===== src/hdl/space_duel_pkg.sv =====
/*
 * Space duel renderer shared definitions
 * Coordinate and colour types, game-state slot map, object box sizes
 */
package space_duel_pkg;

    // --------------------------------------------------
    // Widths and types
    // --------------------------------------------------
    localparam int COORD_W = 10;
    localparam int SLOT_W  = 32;
    localparam int STATE_W = 2048;   // 64 slots of 32 bits

    typedef logic [COORD_W-1:0] coord_t;
    typedef logic [7:0]         color_t;

    typedef struct packed {
        color_t r;
        color_t g;
        color_t b;
    } rgb_t;

    // --------------------------------------------------
    // Game-state word slot map
    // --------------------------------------------------
    // Each field sits in the low bits of its slot
    localparam int SLOT_SHIP1_X    = 1;
    localparam int SLOT_SHIP1_Y    = 2;
    localparam int SLOT_SHIP2_X    = 8;
    localparam int SLOT_SHIP2_Y    = 9;
    localparam int SLOT_TORP1_X    = 12;  // 4 consecutive slots
    localparam int SLOT_TORP1_Y    = 16;
    localparam int SLOT_TORP2_X    = 26;
    localparam int SLOT_TORP2_Y    = 30;
    localparam int SLOT_TORP1_STOP = 37;
    localparam int SLOT_TORP2_STOP = 38;
    localparam int SLOT_GAME_START = 44;  // Bit 0 only
    localparam int SLOT_BUL1_STOP  = 45;
    localparam int SLOT_BUL2_STOP  = 46;
    localparam int SLOT_BUL1_X     = 47;
    localparam int SLOT_BUL1_Y     = 51;
    localparam int SLOT_BUL2_X     = 55;
    localparam int SLOT_BUL2_Y     = 59;

    // Object counts and box sides in pixels
    localparam int PROJ_COUNT  = 4;
    localparam int SHIP_SIZE   = 32;
    localparam int TORP_SIZE   = 8;
    localparam int BULLET_SIZE = 4;

    typedef logic [PROJ_COUNT-1:0] proj_mask_t;  // Set bit hides that slot

    // --------------------------------------------------
    // Palette
    // --------------------------------------------------
    localparam rgb_t COLOR_SHIP1      = '{r: 8'h00, g: 8'h00, b: 8'hff};
    localparam rgb_t COLOR_SHIP2      = '{r: 8'hff, g: 8'h00, b: 8'h00};
    localparam rgb_t COLOR_TORP1      = '{r: 8'h80, g: 8'hc0, b: 8'hff};
    localparam rgb_t COLOR_TORP2      = '{r: 8'hff, g: 8'ha5, b: 8'h00};
    localparam rgb_t COLOR_BULLET     = '{r: 8'hff, g: 8'hff, b: 8'hff};
    localparam rgb_t COLOR_BACKGROUND = '{r: 8'h00, g: 8'h00, b: 8'h00};

endpackage


===== src/hdl/pixel_priority_mixer.sv =====
/*
 * Pixel priority mixer
 * Picks one colour from the hit vectors and registers the RGB output
 */
`timescale 1ns/10ps

module pixel_priority_mixer (
    input  logic                              Clk,
    input  logic                              rst_n,
    input  logic                              hit_valid,
    input  logic [1:0]                        ship_hit,
    input  space_duel_pkg::proj_mask_t [1:0]  torp_hit,
    input  space_duel_pkg::proj_mask_t [1:0]  bullet_hit,
    output logic                              rgb_valid,
    output space_duel_pkg::color_t            vga_r,
    output space_duel_pkg::color_t            vga_g,
    output space_duel_pkg::color_t            vga_b
);
    import space_duel_pkg::*;

    rgb_t pick;
    rgb_t color_q;

    // --------------------------------------------------
    // Fixed priority select
    // --------------------------------------------------
    always_comb begin
        if (ship_hit[0]) begin
            pick = COLOR_SHIP1;           // Ship 1 on top of everything
        end else if (ship_hit[1]) begin
            pick = COLOR_SHIP2;
        end else if (|torp_hit[0]) begin
            pick = COLOR_TORP1;
        end else if (|torp_hit[1]) begin
            pick = COLOR_TORP2;
        end else if (|bullet_hit) begin
            pick = COLOR_BULLET;          // Same for both players
        end else begin
            pick = COLOR_BACKGROUND;
        end
    end

    always_ff @(posedge Clk or negedge rst_n) begin
        if (!rst_n) begin
            rgb_valid <= 1'b0;
            color_q   <= '0;
        end else begin
            rgb_valid <= hit_valid;
            color_q   <= pick;
        end
    end

    assign vga_r = color_q.r;
    assign vga_g = color_q.g;
    assign vga_b = color_q.b;

    // Output valid is the hit valid one cycle later, with no gaps or extras
    a_valid_delay : assert property (
        @(posedge Clk) disable iff (!rst_n) rgb_valid == $past(hit_valid)
    );

endmodule


===== config.mk =====
export PLATFORM = sky130hd
export DESIGN_NAME = pixel_priority_mixer
export DESIGN_NICKNAME = d
export VERILOG_FILES = /design/src/hdl/space_duel_pkg.sv /design/src/hdl/pixel_priority_mixer.sv
export SDC_FILE = /design/constraint.sdc
export NUM_CORES = 1
export LEC_CHECK = 0
export BUFFER_PORTS_ARGS = -buffer_cell sky130_fd_sc_hd__buf_2
export CAP_MARGIN = 20
export CORE_MARGIN = 8
export CORE_UTILIZATION = 25
export CTS_CLUSTER_DIAMETER = 120
export DETAILED_ROUTE_END_ITERATION = 8
export GPL_TIMING_DRIVEN = 0
export PLACE_DENSITY_LB_ADDON = 0.3
export SYNTH_ARGS = -nofsm -noshare
export SYNTH_HDL_FRONTEND = slang
export SYNTH_SLANG_ARGS = --single-unit

===== constraint.sdc =====
create_clock -name Clk -period 0.9 [get_ports Clk]
set_input_delay 0.135 -clock Clk [delete_from_list [all_inputs] [get_ports Clk]]
set_output_delay 0.135 -clock Clk [all_outputs]
set_load 0.02 [all_outputs]

# Word-level counts from Yosys, hierarchy flattened
# Index checks and enable logic that the tools add are counted.
# op_classes
muxes	5
reduce_logical	3
# ops
cell	n
two-way mux 24 bit	5
OR reduction 4 bit	2
OR reduction 8 bit	1
# word_totals
reg_bits	25
input_bits	21
out_inout_bits	25
word_cells	12

# Longest topological paths before layout
# Gate-level depths: netlist of the first run.
# logic_depth
depth_word	6
ltp_mapped	3
mapped_depth_nobuf	3

# Least setup slack after synthesis of the first run
# OpenSTA, ideal clock, no wires.
# synth_timing
path_kind	input-to-reg
startpoint	in bullet_hit[1] (netlist bit)
endpoint	reg color_q (netlist bit vga_r[6])
setup_ns	0.127
arrival_time_ns	1.008
slack_ns	-0.234
stages	3
path_buffers	0
path_cell_list	or4_1 o31ai_1 a21oi_1
# synth_between
elab_chain_cells	6
# synth_rtl
element	line	source
start: declaration	pixel_priority_mixer.sv:13	input space_duel_pkg::proj_mask_t [1:0] bullet_hit,
OR reduction 8 bit	pixel_priority_mixer.sv:36	end else if (|bullet_hit) begin
two-way mux 24 bit	pixel_priority_mixer.sv:36	
two-way mux 24 bit	pixel_priority_mixer.sv:34	end else if (|torp_hit[1]) begin
two-way mux 24 bit	pixel_priority_mixer.sv:32	end else if (|torp_hit[0]) begin
two-way mux 24 bit	pixel_priority_mixer.sv:30	end else if (ship_hit[1]) begin
two-way mux 24 bit	pixel_priority_mixer.sv:28	if (ship_hit[0]) begin
end signal: assignment	pixel_priority_mixer.sv:49	color_q <= pick;
end: declaration	pixel_priority_mixer.sv:22	rgb_t color_q;
# No other way between the ends.

==> summary.md, run 1 <==
| Metric | Value |
|---|---|
| DR vias | `a little over 500` |
| Placed wire-length estimate | `1214 um` |
| Hold path start | `torp_hit[2]` |
| Crit path capture type | `output pin` |
| Setup crit start kind | `flop` |
| Core Region | `1764 um2` |
| Final ANT Viol Nets | `0` |
| Slowest cell on crit path | `dfrtp_2` |
| Critical Path Source | `vga_r[6]` |
| Initial DRC count | `6` |
| Pre-antenna DRT Iters | `2` |
| Final Max Slew Viols | `0` |
| Ys async rst share | `100.0%` |
| Top area cells in the synthesized netlist | `dfrtp_1, buf_4, or4_4` |
| # setup viols final | `28` |
| CP max FO | `7` |
| Commonest cells in the netlist | `buf_4, dfrtp_1, or4_4` |
| Crit path max-delay family | `flip-flops` |
| Worst-margin pin slew | `between 0.4 and 0.5 ns` |
| Largest net degree at the start of global routing | `9` |
| Final wirelength | `between 1500 and 2000 um` |
| Ports | `46` |
| Hold WC Path Type | `input pin to flop` |
| Period Utilization, post-route | `122.0%` |
| Gate count of the mapped netlist | `between 40 and 50` |
| Crit path cell chain | `buf_4, buf_6` |
| Post-Syn Area per Cell | `approximately 11 um2` |
| Area delta synth->final | `119.3%` |
| Worst Path Buf+Inv | `2` |
| Final #Nets | `between 100 and 150` |
| Postcts setup bufs | `0` |
| # Max-Cap Violations | `0` |
| Maximum VDD drop | `around 0.48 mV` |
| Die area | `roughly 3500 um2` |
| Number of synthesized flops with an enable pin | `0` |
| DRC viols | `0` |
| Synth Register Bits | `8` |
| CTS root buf | `clkbuf_4` |
| Critical path class | `flop to output pin` |
| Setup WS post-layout | `-0.1980 ns` |
| Die height | `~60 um` |
| Count of warnings emitted by yosys | `0` |
| Mapped cell area | `474.2 um2` |
| Failing checks | `negative setup slack` |
| All-Layer GR Usage | `just under 9%` |
| Share of cells above drive strength 1 | `87.23%` |
| PortBufs | `45` |
| FMAX | `~910 MHz` |
| TritonCTS clock tree | `yes` |
| Slew headroom | `roughly 70%` |
| Register area share after synthesis | `approximately 42%` |
| Post-synth top area cell | `dfrtp_1` |
| Ant. Diodes | `0` |
| Clk slew on worst S/H paths | `~0.050 ns` |
| Worst path required time | `roughly 0.76 ns` |
| Crit path DAT | `about 0.96 ns` |
| Most used DFF post-synth | `dfrtp_1` |
| Status | `finished with violations` |
| TNS Setup | `-4.026 ns` |
| Grt ovf | `0` |
| First-pass GRT wire length | `roughly 2400 um` |
| Clk buf depth | `2` |
| Fin. Hold Viols | `0` |
| Syn_nets | `65` |
| Cts bufs inserted | `3` |
| Clk sinks | `8` |
| Placement Setup Slack | `-0.4051 ns` |
| WL/cell | `between 10 and 15 um` |
| FILL cells | `163` |
| # H-tree levels | `1` |
| Chip width | `slightly below 60 um` |
| Synth unique cells | `16` |
| P_leak | `~0.48 nW` |
| Row cnt | `15` |
| Placer Congestion | `just over 0.8` |
| Initial Utilization | `approximately 27%` |
| Synth top area share | `42.22%` |
| Via density | `about 4.3` |
| Final Critical Period | `1.098 ns` |
| Power Density | `~980 nW/um2` |
| Initial antenna violation count | `0` |
| RSZ-0062 raised after global routing | `yes` |
| Vias in the first global route | `roughly 570` |
| Final Core Density | `slightly below 60%` |
| Slowest cell delay on critical path | `around 0.44 ns` |
| Most numerous cell in the Yosys netlist | `buf_4` |
[stage by stage]
step / total power (W) / area, um2 / std cells / hold WS [ns]
2_1_floorplan: 0.0005346 / 480.5 / 44 / -0.1606
3_3_place_gp: 0.0006434 / 737.0 / 114 / -0.02002
3_5_place_dp: 0.0006491 / 737.0 / 114 / -0.01990
4_1_cts: 0.001005 / 988.4 / 119 / 0.1409
5_1_grt: 0.001066 / 1040 / 119 / 0.1310
6_report: 0.001015 / 1040 / 119 / 0.1372
[path summary, 6_finish.rpt]
kind / to / slack [ns] / depth (start not counted)
setup / recovery: vga_r[3] / -0.20 / 2
hold / removal: vga_r[6] / 0.14 / 4
max in group asynchronous: vga_b[6] / 0.45 / 2
min in group asynchronous: vga_g[4] / 0.27 / 2
[cell type report]
type,count,area (um2),share of cell area (%)
timing repair buffer,47,422.9,40.67
tap,25,31.28,3.008
sequential,8,202.7,19.49
inverter,1,3.754,0.3610
buffer,17,146.4,14.08
clock buffer,3,22.52,2.166
multi-input combinational,18,210.2,20.22
[where the power goes]
group	leakage (nW)	switching (W)	total (W)	internal, W
Clock	0.0138	0.000113	0.000265	0.000152
Sequential	0.0982	0.0000150	0.000391	0.000376
Combinational	0.368	0.000158	0.000359	0.000201
[per-layer routing]
metal	share of wire (%)	GRT usage, %	vias to the layer above
met5	0	0	-
met4	1.0	7.143	0
met3	12	3.254	2
met2	54	17.26	33
met1	33	6.650	238
li1	-	-	243
[cell usage in the layout, fill, tap and decap left out]
cell	Yosys	layout
buf_6	0	33
buf_2	0	16
buf_4	17	13
dfrtp_1	8	6
or4_4	3	4
clkbuf_4	0	3
a21oi_2	0	2
nor2_4	0	2
a211oi_2	1	2
dlygate4sd3_1	0	2
dfrtp_2	0	2
inv_1	1	1
nor4_2	0	1
o31ai_4	0	1
o21bai_1	1	1
nor4b_4	0	1
nor3_2	0	1
nor4_1	2	1
o31ai_2	0	1
a31oi_1	1	1
[cell families (layout without fill, tap and decap cells)]
family	after synthesis	after routing	synth area share, %
flops	8	8	42.22
buf+inv	18	68	27.70
simple gates	10	10	17.68
compound gates	8	8	12.40
[registers in the layout, summed over array words and instances (netlist names)]
| name | flops |
|---|---|
| rgb_valid | 1 |
| vga_r | 2 |
| vga_g | 4 |
| vga_b | 1 |
[tightest hold or removal path, delay by kind of cell]
kind / cells / cell delay [ns]
compound gates: 2 / 0.09
buf+inv: 1 / 0.07
simple gates: 1 / 0.05
[repair_timing]
item	in CTS	in global routing
hold endpoints to repair	9	0
pin swaps	10	6
hold buffers	2	0
resized for setup	57	13
gates cloned	0	0
setup endpoints to repair	29	32
Note: power is estimated with default switching activity, not from simulation.
==> inputs of run 2 (changes only) <==
- SKIP_CTS_REPAIR_TIMING: not set -> 1
==> run 2 against run 1 <==
  * The run still ends with negative setup slack left
  * Combinational power increased by 1%
  * Worst setup slack got worse by 0.027 ns
  * Worst hold slack improved by 0.0025 ns
  * Power increased by 1.2%
==> summary.md, run 2 (synthesis results as in run 1) <==
| Metric | Value |
|---|---|
| DRC viols | `0 (unchanged)` |
| Final ANT Viol Nets | `0 (unchanged)` |
| Slowest cell on crit path | `dfrtp_2 (unchanged)` |
| All-Layer GR Usage | `8.183% (was 8.887%)` |
| Power Density | `971.6 nW/um2 (was 976.0 nW/um2)` |
| Commonest non-fill, non-tap cell in the layout | `buf_6 (unchanged)` |
| DR vias | `517 (was 516)` |
| Status | `finished with violations (unchanged)` |
| Critical path class | `flop to output pin (unchanged)` |
| Initial DRC count | `0 (was 6)` |
| P_leak | `0.4865 nW (was 0.4800 nW)` |
| Largest net degree at the start of global routing | `9 (unchanged)` |
| Via density | `4.345 (was 4.336)` |
| Most frequent cells in the layout | `buf_6, buf_2, buf_4 (unchanged)` |
| Placer Congestion | `0.8252 (unchanged)` |
| Die height | `59.55 um (unchanged)` |
| Share of cells above drive strength 1 | `88.30% (was 87.23%)` |
| Die area | `3546 um2 (unchanged)` |
| Clk sinks | `8 (unchanged)` |
| Vias in the first global route | `506 (was 574)` |
| Final Total Pwr | `0.001027 W (was 0.001015 W)` |
| Row cnt | `15 (unchanged)` |
| Final Critical Period | `1.125 ns (was 1.098 ns)` |
| Clk buf depth | `2 (unchanged)` |
| Chip width | `59.55 um (unchanged)` |
| Initial antenna violation count | `0 (unchanged)` |
| Setup WS post-layout | `-0.2248 ns (was -0.1980 ns)` |
| Final #Nets | `117 (unchanged)` |
| CTS root buf | `clkbuf_4 (unchanged)` |
| Final Max Slew Viols | `0 (unchanged)` |
| WL/cell | `13.50 um (was 13.26 um)` |
| Ant. Diodes | `0 (unchanged)` |
| Worst path required time | `0.76 ns (about the same)` |
| Setup crit start kind | `flop (unchanged)` |
| FMAX | `889.1 MHz (was 910.8 MHz)` |
| Pre-antenna DRT Iters | `1 (was 2)` |
| Period Utilization, post-route | `125.0% (was 122.0%)` |
| Worst Path Buf+Inv | `2 (unchanged)` |
| Worst-margin pin slew | `0.4574 ns (was 0.4466 ns)` |
| CP max FO | `8 (was 7)` |
| Clk slew on worst S/H paths | `0.05 ns (about the same)` |
| Crit path DAT | `0.99 ns (was 0.96 ns)` |
| Slew headroom | `69.25% (was 69.98%)` |
| Fin. Hold Viols | `0 (unchanged)` |
| RSZ-0062 raised after global routing | `yes (unchanged)` |
| Crit path max-delay family | `flip-flops (unchanged)` |
| Crit path capture type | `output pin (unchanged)` |
| # H-tree levels | `1 (unchanged)` |
| FILL cells | `158 (was 163)` |
| Final wirelength | `1607 um (was 1578 um)` |
| DP Cell Count | `114 (unchanged)` |
| Placed wire-length estimate | `1214 um (unchanged)` |
| Core Region | `1764 um2 (unchanged)` |
| # setup viols final | `28 (unchanged)` |
| Largest register FFs | `4 (unchanged)` |
| Initial Utilization | `26.88% (unchanged)` |
| First-pass GRT wire length | `2159 um (was 2359 um)` |
| Slowest cell delay on critical path | `0.48 ns (was 0.44 ns)` |
| Final std cells w/o fill | `119 (unchanged)` |
| Maximum VDD drop | `0.4631 mV (was 0.4768 mV)` |
| Hold WC Path Type | `input pin to flop (unchanged)` |
| TNS Setup | `-4.423 ns (was -4.026 ns)` |
| Ports | `46 (unchanged)` |
| TritonCTS clock tree | `yes (unchanged)` |
| # Max-Cap Violations | `0 (unchanged)` |
| Grt ovf | `0 (unchanged)` |
| Cts bufs inserted | `3 (unchanged)` |
| Failing checks | `negative setup slack (unchanged)` |
| PortBufs | `45 (unchanged)` |
| Crit path cell chain | `buf_6, buf_6 (was buf_4, buf_6)` |
| Most used cell, CP | `buf_6` |
| Area delta synth->final | `123.0% (was 119.3%)` |
[run 2: report_power, final]
group | total [W] | internal [W] | switching [W]
clock | 0.000269 | 0.000152 | 0.000117
sequential | 0.000394 | 0.000376 | 0.0000178
combinational | 0.000364 | 0.000205 | 0.000160
[run 2: worst paths after layout]
path | start | end | cells past startpoint
setup / recovery | vga_b[6] | vga_b[1] | 2
hold / removal | torp_hit[2] | vga_r[6] | 4
max in group asynchronous | rst_n | vga_r[6] | 2
min in group asynchronous | rst_n | vga_g[6] | 2
[run 2: per-stage QoR]
step,hold WS [ns],util (%),instance area [um2],worst slack (ns)
final,0.1397,59.93,1057,-0.2248
after global routing,0.1391,59.93,1057,-0.2515
after CTS,-0.2921,43.05,759.5,-0.2517
after detailed placement,-0.01990,41.77,737.0,-0.4051
after global placement,-0.02002,41.77,737.0,-0.3946
after floorplan,-0.1606,-,480.5,-0.2191
[run 2: layer usage]
layer / vias up / part of all wire, % / track usage, % / wire, um
met5: - / 0 / 0 / 0
met4: 0 / 1.0 / 7.143 / 16
met3: 2 / 11 / 4.772 / 183
met2: 33 / 53 / 13.41 / 859
met1: 239 / 34 / 6.897 / 548
li1: 243 / - / - / -
[run 2: tightest hold or removal path, stage by stage]
cell and delay [ns]:
buf_6 0.07, nor4_2 0.05, o31ai_4 0.05, a21oi_2 0.04
[run 2: final cells by class]
class	instances	area [um2]	area share, %
flip-flops and latches	8	202.7	19.17
inverters	1	3.754	0.3550
clock buffers	3	22.52	2.130
plain buffers	17	168.9	15.98
multi-input cells	18	221.5	20.95
repair buffers	47	406.6	38.46
well taps	25	31.28	2.959
