<file path="src/hdl/space_duel_pkg.sv">
/*
 * Space duel renderer shared definitions
 * Coordinate and colour types, game-state slot map, object box sizes
 */
package space_duel_pkg;

    // --------------------------------------------------
    // Widths and types
    // --------------------------------------------------
    localparam int COORD_W = 10;
    localparam int SLOT_W  = 32;
    localparam int STATE_W = 2048;   // 64 slots of 32 bits

    typedef logic [COORD_W-1:0] coord_t;
    typedef logic [7:0]         color_t;

    typedef struct packed {
        color_t r;
        color_t g;
        color_t b;
    } rgb_t;

    // --------------------------------------------------
    // Game-state word slot map
    // --------------------------------------------------
    // Each field sits in the low bits of its slot
    localparam int SLOT_SHIP1_X    = 1;
    localparam int SLOT_SHIP1_Y    = 2;
    localparam int SLOT_SHIP2_X    = 8;
    localparam int SLOT_SHIP2_Y    = 9;
    localparam int SLOT_TORP1_X    = 12;  // 4 consecutive slots
    localparam int SLOT_TORP1_Y    = 16;
    localparam int SLOT_TORP2_X    = 26;
    localparam int SLOT_TORP2_Y    = 30;
    localparam int SLOT_TORP1_STOP = 37;
    localparam int SLOT_TORP2_STOP = 38;
    localparam int SLOT_GAME_START = 44;  // Bit 0 only
    localparam int SLOT_BUL1_STOP  = 45;
    localparam int SLOT_BUL2_STOP  = 46;
    localparam int SLOT_BUL1_X     = 47;
    localparam int SLOT_BUL1_Y     = 51;
    localparam int SLOT_BUL2_X     = 55;
    localparam int SLOT_BUL2_Y     = 59;

    // Object counts and box sides in pixels
    localparam int PROJ_COUNT  = 4;
    localparam int SHIP_SIZE   = 32;
    localparam int TORP_SIZE   = 8;
    localparam int BULLET_SIZE = 4;

    typedef logic [PROJ_COUNT-1:0] proj_mask_t;  // Set bit hides that slot

    // --------------------------------------------------
    // Palette
    // --------------------------------------------------
    localparam rgb_t COLOR_SHIP1      = '{r: 8'h00, g: 8'h00, b: 8'hff};
    localparam rgb_t COLOR_SHIP2      = '{r: 8'hff, g: 8'h00, b: 8'h00};
    localparam rgb_t COLOR_TORP1      = '{r: 8'h80, g: 8'hc0, b: 8'hff};
    localparam rgb_t COLOR_TORP2      = '{r: 8'hff, g: 8'ha5, b: 8'h00};
    localparam rgb_t COLOR_BULLET     = '{r: 8'hff, g: 8'hff, b: 8'hff};
    localparam rgb_t COLOR_BACKGROUND = '{r: 8'h00, g: 8'h00, b: 8'h00};

endpackage

</file>
<file path="src/hdl/object_hit_array.sv">
/*
 * Box hit test for a group of same-sized square objects
 * Registers one hit bit per object for the current pixel
 */
`timescale 1ns/10ps

module object_hit_array #(
    parameter int COUNT = 4,
    parameter int SIZE  = 8
) (
    input  logic                                 Clk,
    input  logic                                 rst_n,
    input  space_duel_pkg::coord_t               draw_x,
    input  space_duel_pkg::coord_t               draw_y,
    input  space_duel_pkg::coord_t [COUNT-1:0]   obj_x,
    input  space_duel_pkg::coord_t [COUNT-1:0]   obj_y,
    output logic [COUNT-1:0]                     hit
);
    import space_duel_pkg::*;

    // One extra bit keeps the far edge from wrapping
    localparam int EXT_W = COORD_W + 1;

    logic [COUNT-1:0] hit_next;

    // True when pix lies in [pos, pos + SIZE - 1]
    function automatic logic in_span(input coord_t pix, input coord_t pos);
        logic [EXT_W-1:0] first;
        logic [EXT_W-1:0] last;
        first = {1'b0, pos};
        last  = first + EXT_W'(SIZE - 1);
        return ({1'b0, pix} >= first) && ({1'b0, pix} <= last);
    endfunction

    // --------------------------------------------------
    // Per-object compare
    // --------------------------------------------------
    always_comb begin
        for (int i = 0; i < COUNT; i++) begin
            hit_next[i] = in_span(draw_x, obj_x[i]) && in_span(draw_y, obj_y[i]);
        end
    end

    always_ff @(posedge Clk or negedge rst_n) begin
        if (!rst_n) begin
            hit <= '0;
        end else begin
            hit <= hit_next;  // Lines up with the delayed pixel valid
        end
    end

endmodule

</file>
<file path="src/hdl/sprite_hit_stage.sv">
/*
 * Sprite hit stage
 * Tests the pixel against every ship, torpedo and bullet box, then masks
 * projectile hits with the start flag and the per-slot stop bits
 */
`timescale 1ns/10ps

module sprite_hit_stage (
    input  logic                                     Clk,
    input  logic                                     rst_n,
    input  logic                                     pixel_valid,
    input  space_duel_pkg::coord_t                   draw_x,
    input  space_duel_pkg::coord_t                   draw_y,
    input  space_duel_pkg::coord_t [1:0]             ship_x,
    input  space_duel_pkg::coord_t [1:0]             ship_y,
    input  space_duel_pkg::coord_t [1:0][space_duel_pkg::PROJ_COUNT-1:0] torp_x,
    input  space_duel_pkg::coord_t [1:0][space_duel_pkg::PROJ_COUNT-1:0] torp_y,
    input  space_duel_pkg::coord_t [1:0][space_duel_pkg::PROJ_COUNT-1:0] bullet_x,
    input  space_duel_pkg::coord_t [1:0][space_duel_pkg::PROJ_COUNT-1:0] bullet_y,
    input  space_duel_pkg::proj_mask_t [1:0]         torp_stop,
    input  space_duel_pkg::proj_mask_t [1:0]         bullet_stop,
    input  logic                                     game_started,
    output logic                                     hit_valid,
    output logic [1:0]                               ship_hit,
    output space_duel_pkg::proj_mask_t [1:0]         torp_hit,
    output space_duel_pkg::proj_mask_t [1:0]         bullet_hit
);
    import space_duel_pkg::*;

    logic             started_q;
    proj_mask_t [1:0] torp_stop_q;
    proj_mask_t [1:0] bullet_stop_q;
    logic [1:0]       ship_raw;
    proj_mask_t [1:0] torp_raw;
    proj_mask_t [1:0] bullet_raw;

    // --------------------------------------------------
    // Box tests
    // --------------------------------------------------
    object_hit_array #(
        .COUNT (2),
        .SIZE  (SHIP_SIZE)
    ) u_ship_hit (
        .Clk    (Clk),
        .rst_n  (rst_n),
        .draw_x (draw_x),
        .draw_y (draw_y),
        .obj_x  (ship_x),
        .obj_y  (ship_y),
        .hit    (ship_raw)
    );

    for (genvar p = 0; p < 2; p++) begin : g_player
        object_hit_array #(
            .COUNT (PROJ_COUNT),
            .SIZE  (TORP_SIZE)
        ) u_torp_hit (
            .Clk    (Clk),
            .rst_n  (rst_n),
            .draw_x (draw_x),
            .draw_y (draw_y),
            .obj_x  (torp_x[p]),
            .obj_y  (torp_y[p]),
            .hit    (torp_raw[p])
        );

        object_hit_array #(
            .COUNT (PROJ_COUNT),
            .SIZE  (BULLET_SIZE)
        ) u_bullet_hit (
            .Clk    (Clk),
            .rst_n  (rst_n),
            .draw_x (draw_x),
            .draw_y (draw_y),
            .obj_x  (bullet_x[p]),
            .obj_y  (bullet_y[p]),
            .hit    (bullet_raw[p])
        );
    end

    // Gating state travels with the pixel so it matches the raw hits
    always_ff @(posedge Clk or negedge rst_n) begin
        if (!rst_n) begin
            hit_valid     <= 1'b0;
            started_q     <= 1'b0;
            torp_stop_q   <= '0;
            bullet_stop_q <= '0;
        end else begin
            hit_valid     <= pixel_valid;
            started_q     <= game_started;
            torp_stop_q   <= torp_stop;
            bullet_stop_q <= bullet_stop;
        end
    end

    always_comb begin
        ship_hit = hit_valid ? ship_raw : 2'b00;  // Ships always drawn
        for (int p = 0; p < 2; p++) begin
            torp_hit[p]   = (hit_valid && started_q) ? (torp_raw[p] & ~torp_stop_q[p]) : '0;
            bullet_hit[p] = (hit_valid && started_q) ? (bullet_raw[p] & ~bullet_stop_q[p]) : '0;
        end
    end

    // No stale hit may leak into a cycle without a pixel
    a_hit_needs_valid : assert property (
        @(posedge Clk) disable iff (!rst_n) (|{ship_hit, torp_hit, bullet_hit}) |-> hit_valid
    );

endmodule

</file>
<file path="config.mk">
export PLATFORM = sky130hd
export DESIGN_NAME = sprite_hit_stage
export DESIGN_NICKNAME = d
export VERILOG_FILES = /design/src/hdl/space_duel_pkg.sv /design/src/hdl/object_hit_array.sv /design/src/hdl/sprite_hit_stage.sv
export SDC_FILE = /design/constraint.sdc
export NUM_CORES = 1
export LEC_CHECK = 0
export CORE_MARGIN = 5
export CORE_UTILIZATION = 45
export DETAILED_ROUTE_END_ITERATION = 7
export DONT_BUFFER_PORTS = 1
export GPL_ROUTABILITY_DRIVEN = 1
export MAX_ROUTING_LAYER = met4
export PLACE_DENSITY = 0.66
export SLEW_MARGIN = 10
export SYNTH_ARGS = -nofsm -noshare
export SYNTH_HDL_FRONTEND = slang
export SYNTH_HIERARCHICAL = 1
export SYNTH_SLANG_ARGS = --single-unit
</file>
<file path="constraint.sdc">
create_clock -name Clk -period 1.4 [get_ports Clk]
set_clock_uncertainty 0.05 [all_clocks]
set_input_delay 0.28 -clock Clk [delete_from_list [all_inputs] [get_ports Clk]]
set_output_delay 0.28 -clock Clk [all_outputs]
set_load 0.05 [all_outputs]
</file>
# Word-level counts from Yosys, hierarchy flattened
# Index checks and enable logic that the tools add are counted.
dict set report totals {
  ff_bits 36
  latch_bits 0
  mem_bits_rw 0
  romBits 0
  input_bits 400
  mem_count 0
}
dict set report op_classes {
  add_sub_neg 36
  n_mul 0
  div 0
  order_cmp 72
  n_eq_ne 0
  shift 0
  mux 5
  bitwise_logic 8
  n_reduce_logical 55
}
# cell count
set ops {}
lappend ops {{less-or-equal comparator 10 x 11 -> 1 bit} 36}
lappend ops {{>= comparator 10 bit} 36}
lappend ops {{adder 10 x 2 -> 11 bit (second input constant)} 16}
lappend ops {{adder 10 x 3 -> 11 bit (second input constant)} 16}
lappend ops {{logical AND 1 bit} 55}
lappend ops {{adder 10 x 5 -> 11 bit (second input constant)} 4}
lappend ops {{AND 4 bit} 4}
lappend ops {{two-way mux 4 bit} 4}
lappend ops {{inverter 4 bit} 4}
lappend ops {{two-way mux 2 bit} 1}

# Logic depth before layout (Yosys ltp)
dict set report depth {
  depth_word 4
  ltp_mapped 12
}

# Cells and area by module
# Netlist, hierarchy kept.
# module instances cells_per_inst area_per_inst_um2
set modules_own_cells {}
lappend modules_own_cells {{object_hit_array at g_player[0].u_torp_hit ...} 2 611 4923.5}
lappend modules_own_cells {{object_hit_array at g_player[0].u_bullet_hit} 1 618 4845.9}
lappend modules_own_cells {{object_hit_array at g_player[1].u_bullet_hit} 1 628 4828.4}
lappend modules_own_cells {{object_hit_array at u_ship_hit} 1 306 2466.1}
lappend modules_own_cells {sprite_hit_stage 1 38 658.1}

# Worst setup path before layout
# No wires, ideal clock.
dict set report synth_path {
  path_type {input port to flip-flop}
  from {input torp_y[30] in the netlist's numbering}
  to {register g_player[0].u_torp_hit.hit[3]}
  setup_time_ns 0.068
  arrival_time_ns 2.499
  required_ns 1.282
  slack_ns -1.217
  stages 11
  n_path_buf 0
  path_cell_list {inv_1 ha_1 a2111oi_2 nand3_1 xnor2_1 ha_1 nand4_1 or4_1 o21ai_0 a311o_1 and4_1}
}
dict set report synth_between {
  elab_chain_cells 4
  elab_cells_between_ends 5
  classes_between {add/sub (1); order compare (2); reduce/logical (2)}
}
# item line
set synth_lines {}
lappend synth_lines {{start, declared} sprite_hit_stage.sv:17} ;# input space_duel_pkg::coord_t [1:0][space_duel_pkg::PROJ_COUNT-1:0] torp_y,
lappend synth_lines {{adder 10 x 3 -> 11 bit} object_hit_array.sv:31} ;# last = first + EXT_W'(SIZE - 1);
lappend synth_lines {{less-or-equal comparator 10 x 11 -> 1 bit} object_hit_array.sv:32} ;# return ({1'b0, pix} >= first) && ({1'b0, pix} <= last);
lappend synth_lines {{logical AND 1 bit (*)} object_hit_array.sv:32}
lappend synth_lines {{logical AND 1 bit (*)} object_hit_array.sv:40} ;# hit_next[i] = in_span(draw_x, obj_x[i]) && in_span(draw_y, obj_y[i]);
lappend synth_lines {{named net g_player[0].u_torp_hit.hit_next[3]} object_hit_array.sv:24} ;# logic [COUNT-1:0] hit_next;
lappend synth_lines {{end signal, assigned} object_hit_array.sv:48} ;# hit <= hit_next;
lappend synth_lines {{end, declared} object_hit_array.sv:17} ;# output logic [COUNT-1:0] hit
# The timed path passes the listed nets; every way through them passes the cells marked *.

# Final worst setup path
dict set report layout_path {
  from {input torp_y[74] in the netlist's numbering}
  to {register g_player[1].u_torp_hit.hit[3]}
}
dict set report layout_between {
  elab_chain_cells 4
  elab_cells_between_ends 5
  classes_between {add/sub (1); order compare (2); reduce/logical (2)}
}
# item line
set layout_lines {}
lappend layout_lines {{adder 10 x 3 -> 11 bit} object_hit_array.sv:31}
lappend layout_lines {{less-or-equal comparator 10 x 11 -> 1 bit} object_hit_array.sv:32}
lappend layout_lines {{logical AND 1 bit (*)} object_hit_array.sv:32}
lappend layout_lines {{logical AND 1 bit (*)} object_hit_array.sv:40}
lappend layout_lines {{named net g_player[1].u_torp_hit.hit_next[3]} object_hit_array.sv:24}
lappend layout_lines {{end signal, assigned} object_hit_array.sv:48}
lappend layout_lines {{end, declared} object_hit_array.sv:17}
# Marks and branches as above.

==> impl_metrics.csv <==
group,metric,value,unit
placed_design,gp_congestion,0.9570,
finish,area_growth,35.82,%
critical_path,crit_top_cell,"a21o_1",
grt,grt_pass1_vias,25183,
grt,antenna_found_initial,7,
critical_path,path_class,"primary input to flop",
floorplan,ios,419,
placed_design,io_buffers,0,
placed_design,post-dp-hpwl,66.49,mm
routing,wl,84.27,mm
critical_path,slowest_delay,0.36,ns
critical_path,path_depth,11,
finish,layout_commonest_cell,"ha_1",
synthesis,ys_seq_elements,36,
synthesis,yosysUniqueCellTypes,77,
floorplan,initial_core_util,45.32,%
finish,layout.nets,4611,
routing,drc,2,
synthesis,synth_edf_count,0,
synthesis,synth_top_area_share,41.77,%
floorplan,die_x,234.3,µm
routing,postRouteAntennaNets,0,
critical_path,critPathRequiredTime,1.58,ns
synthesis,syn_area_per_cell,8.053,µm²
critical_path,worstSetupStartpointType,"primary input",
hold_path,hold_depth,2,
synthesis,synth_warnings,6,
floorplan,coreArea,49970,µm²
grt,grt_first_pass_wirelength,129.4,mm
finish,layout_common_cells,"ha_1, buf_4, inv_1, xnor2_1, nand2_1",
grt,grtUsageTotal,29.86,%
clocking,htreeDepth,2,
timing,finalHoldViolations,0,
floorplan,num_rows,82,
timing,min_period_over_period,164.1,%
synthesis,synth_area_leaders,"ha_1, xnor2_1, inv_1, dfrtp_1, a21oi_1",
routing,via_per_inst,5.826,
timing,drv_slew,0,
routing,dr.pass1.iters,7,
synthesis,ys.flop_type,"dfrtp_1",
floorplan,fp.dieArea,54910,µm²
timing,rsz0062_at_grt,"yes",
grt,grt-ovfl-total,0,
synthesis,synth_cells,2812,
status,violations,"design-rule violations, negative setup slack",
synthesis,synth_nets,3968,
routing,wire_per_inst,20.38,µm
critical_path,cp_slowest_cell,"a2111oi_4",
synthesis,async_flop_share,100.0,%
job,cap_violations,0,
synthesis,synth_top_cell_by_area,"ha_1",
synthesis,ys_seq_area_share,3.978,%
finish,drive_gt1_share,28.82,%
timing,timing.slew.headroom,45.75,%
timing,worst_slack,-0.8981,ns
timing,period_minus_slack,2.298,ns
finish,final_core_util,61.56,%
pwr,p_per_area,380.9,nW/µm²
timing,tightestPinTransition,0.8053,ns
critical_path,critical_path_buf_inv_count,3,
clocking,cts.clk_slew.worst_paths,0.06,ns
clocking,cts_made_buffers,5,
placed_design,dpl-instance-area,29050,µm²
finish,finalInstanceArea,30760,µm²
hold_path,hp-class,"primary input to flop",
clocking,cts-root-buf,"clkbuf_16",
finish,final.fill_count,4348,
routing,vias,24086,
pwr,vdd_drop_max,0.0003802,V
timing,fmax,435.2,MHz
clocking,cts.sinks,36,
critical_path,arrival,2.48,ns
floorplan,fp.dieH,234.3,µm
clocking,cts_tree,"yes",
pwr,power.total,11.72,mW
critical_path,cp_cell_sequence,"inv_1 -> buf_6 -> a2111oi_4 -> buf_4 -> xnor2_1 -> ha_1 -> a21o_1 -> a21o_1 -> a221oi_2 -> a311o_1 -> and4_1",
synthesis,syn-cell-area,22650,µm²
grt,grt_max_degree,37,
critical_path,crit_path_end_kind,"flop",
timing,setup-violations-final,36,
status,outcome,"complete, but fails checks",
timing,whs,0.2613,ns
critical_path,endpoint,"g_player[1].u_torp_hit/hit[3]$_DFF_PN0_",
clocking,clockBufferDepth,2,
critical_path,path_max_fanout,2,
pwr,p_leak,14.99,nW
critical_path,critPathTopFamily,"compound AO/OA/AOI/OAI gates",
critical_path,startpoint,"torp_y[74]",
routing,drt_iter0_markers,1075,
final cells by class:
type	instances	area [µm²]	share of cell area (%)
timing repair buffer	638	5064	16.46
clock inverter	3	21.27	0.06916
multi-input combinational	2399	22010	71.55
antenna	6	15.01	0.04882
tap	672	840.8	2.734
clock buffer	5	125.1	0.4068
inverter	375	1782	5.793
sequential	36	902.1	2.933
synthesized netlist by cell type, types with 6 or more instances:
cell,instances
nor4_1,25
a221o_1,8
nand4_1,70
nor4_2,10
o21bai_1,6
nand3_1,121
o21ai_1,19
nor3_1,96
and4_1,9
nand3b_1,18
a211oi_1,56
a21o_1,59
dfrtp_1,36
nor3b_1,8
o21ai_0,93
inv_2,26
and4b_2,8
a21oi_1,159
o22ai_1,14
a31oi_1,28
a2111o_1,16
a21boi_0,21
a2111oi_4,6
a221oi_1,8
nand2_1,145
o21a_1,42
xnor2_1,272
o211ai_1,33
or3_1,15
and4b_1,8
nand2b_1,17
ha_1,756
xor2_1,16
nor2_1,99
o2111ai_1,10
a211o_1,14
inv_1,344
nor2b_1,24
worst min path at each step:
stage,from,to,slack (ns)
floorplan,rst_n,bullet_stop_q[0]$_DFF_PN0_,-0.07
CTS,ship_y[19],u_ship_hit/hit[1]$_DFF_PN0_,0.23
detailed placement,rst_n,hit_valid$_DFF_PN0_,-0.06
finish,bullet_x[39],g_player[0].u_bullet_hit/hit[3]$_DFF_PN0_,0.26
global placement,rst_n,hit_valid$_DFF_PN0_,-0.06
global route,bullet_x[39],g_player[0].u_bullet_hit/hit[3]$_DFF_PN0_,0.26
cell families (layout without fill, tap and decap cells):
family | Yosys count | after routing | share of synthesized area (%)
compound gates | 651 | 651 | 19.94
xor+xnor | 288 | 288 | 11.14
fa+ha+maj | 756 | 756 | 41.77
buf+inv | 377 | 1021 | 6.315
flops | 36 | 36 | 3.978
other cells | 0 | 6 | 0
simple gates | 704 | 704 | 16.86
state kept, by name, indices dropped and copies added (netlist names):
name	flops
u_ship_hit/hit	2
hit_valid	1
started_q	1
g_player.u_bullet_hit/hit	8
g_player.u_torp_hit/hit	8
torp_stop_q	8
bullet_stop_q	8
per-stage QoR:
step | setup WS (ns) | instances | TNS [ns]
after CTS | -0.8414 | 4119 | -14.78
after floorplan | -0.9370 | 2812 | -13.78
after global routing | -0.9640 | 4133 | -17.61
after detailed placement | -1.475 | 4074 | -20.20
after global placement | -1.482 | 4074 | -19.38
final | -0.8981 | 4134 | -15.57
layer usage:
layer,up-vias,track usage (%),part of all wire [%]
met5,-,-,0
met1,11462,34.33,41
met3,205,5.267,6.6
met4,0,10.98,3.7
met2,712,52.11,49
li1,11707,-,-
report_power, final:
| part | switching [mW] | total, mW | internal (mW) |
|---|---|---|---|
| Clock | 0.554 | 1.22 | 0.665 |
| Sequential | 0.0284 | 1.13 | 1.10 |
| Combinational | 4.57 | 9.37 | 4.80 |
| Total | 5.15 | 11.7 | 6.57 |
timing repair:
item / in CTS / in global routing
setup endpoints to repair: 37 / 36
cloned: 0 / 0
hold buffers: 20 / 0
setup buffers: 22 / 12
gates resized for setup: 145 / 100
pin swaps: 154 / 113
endpoints found under the hold margin: 54 / 0
Power figures use the tool's default switching activity.
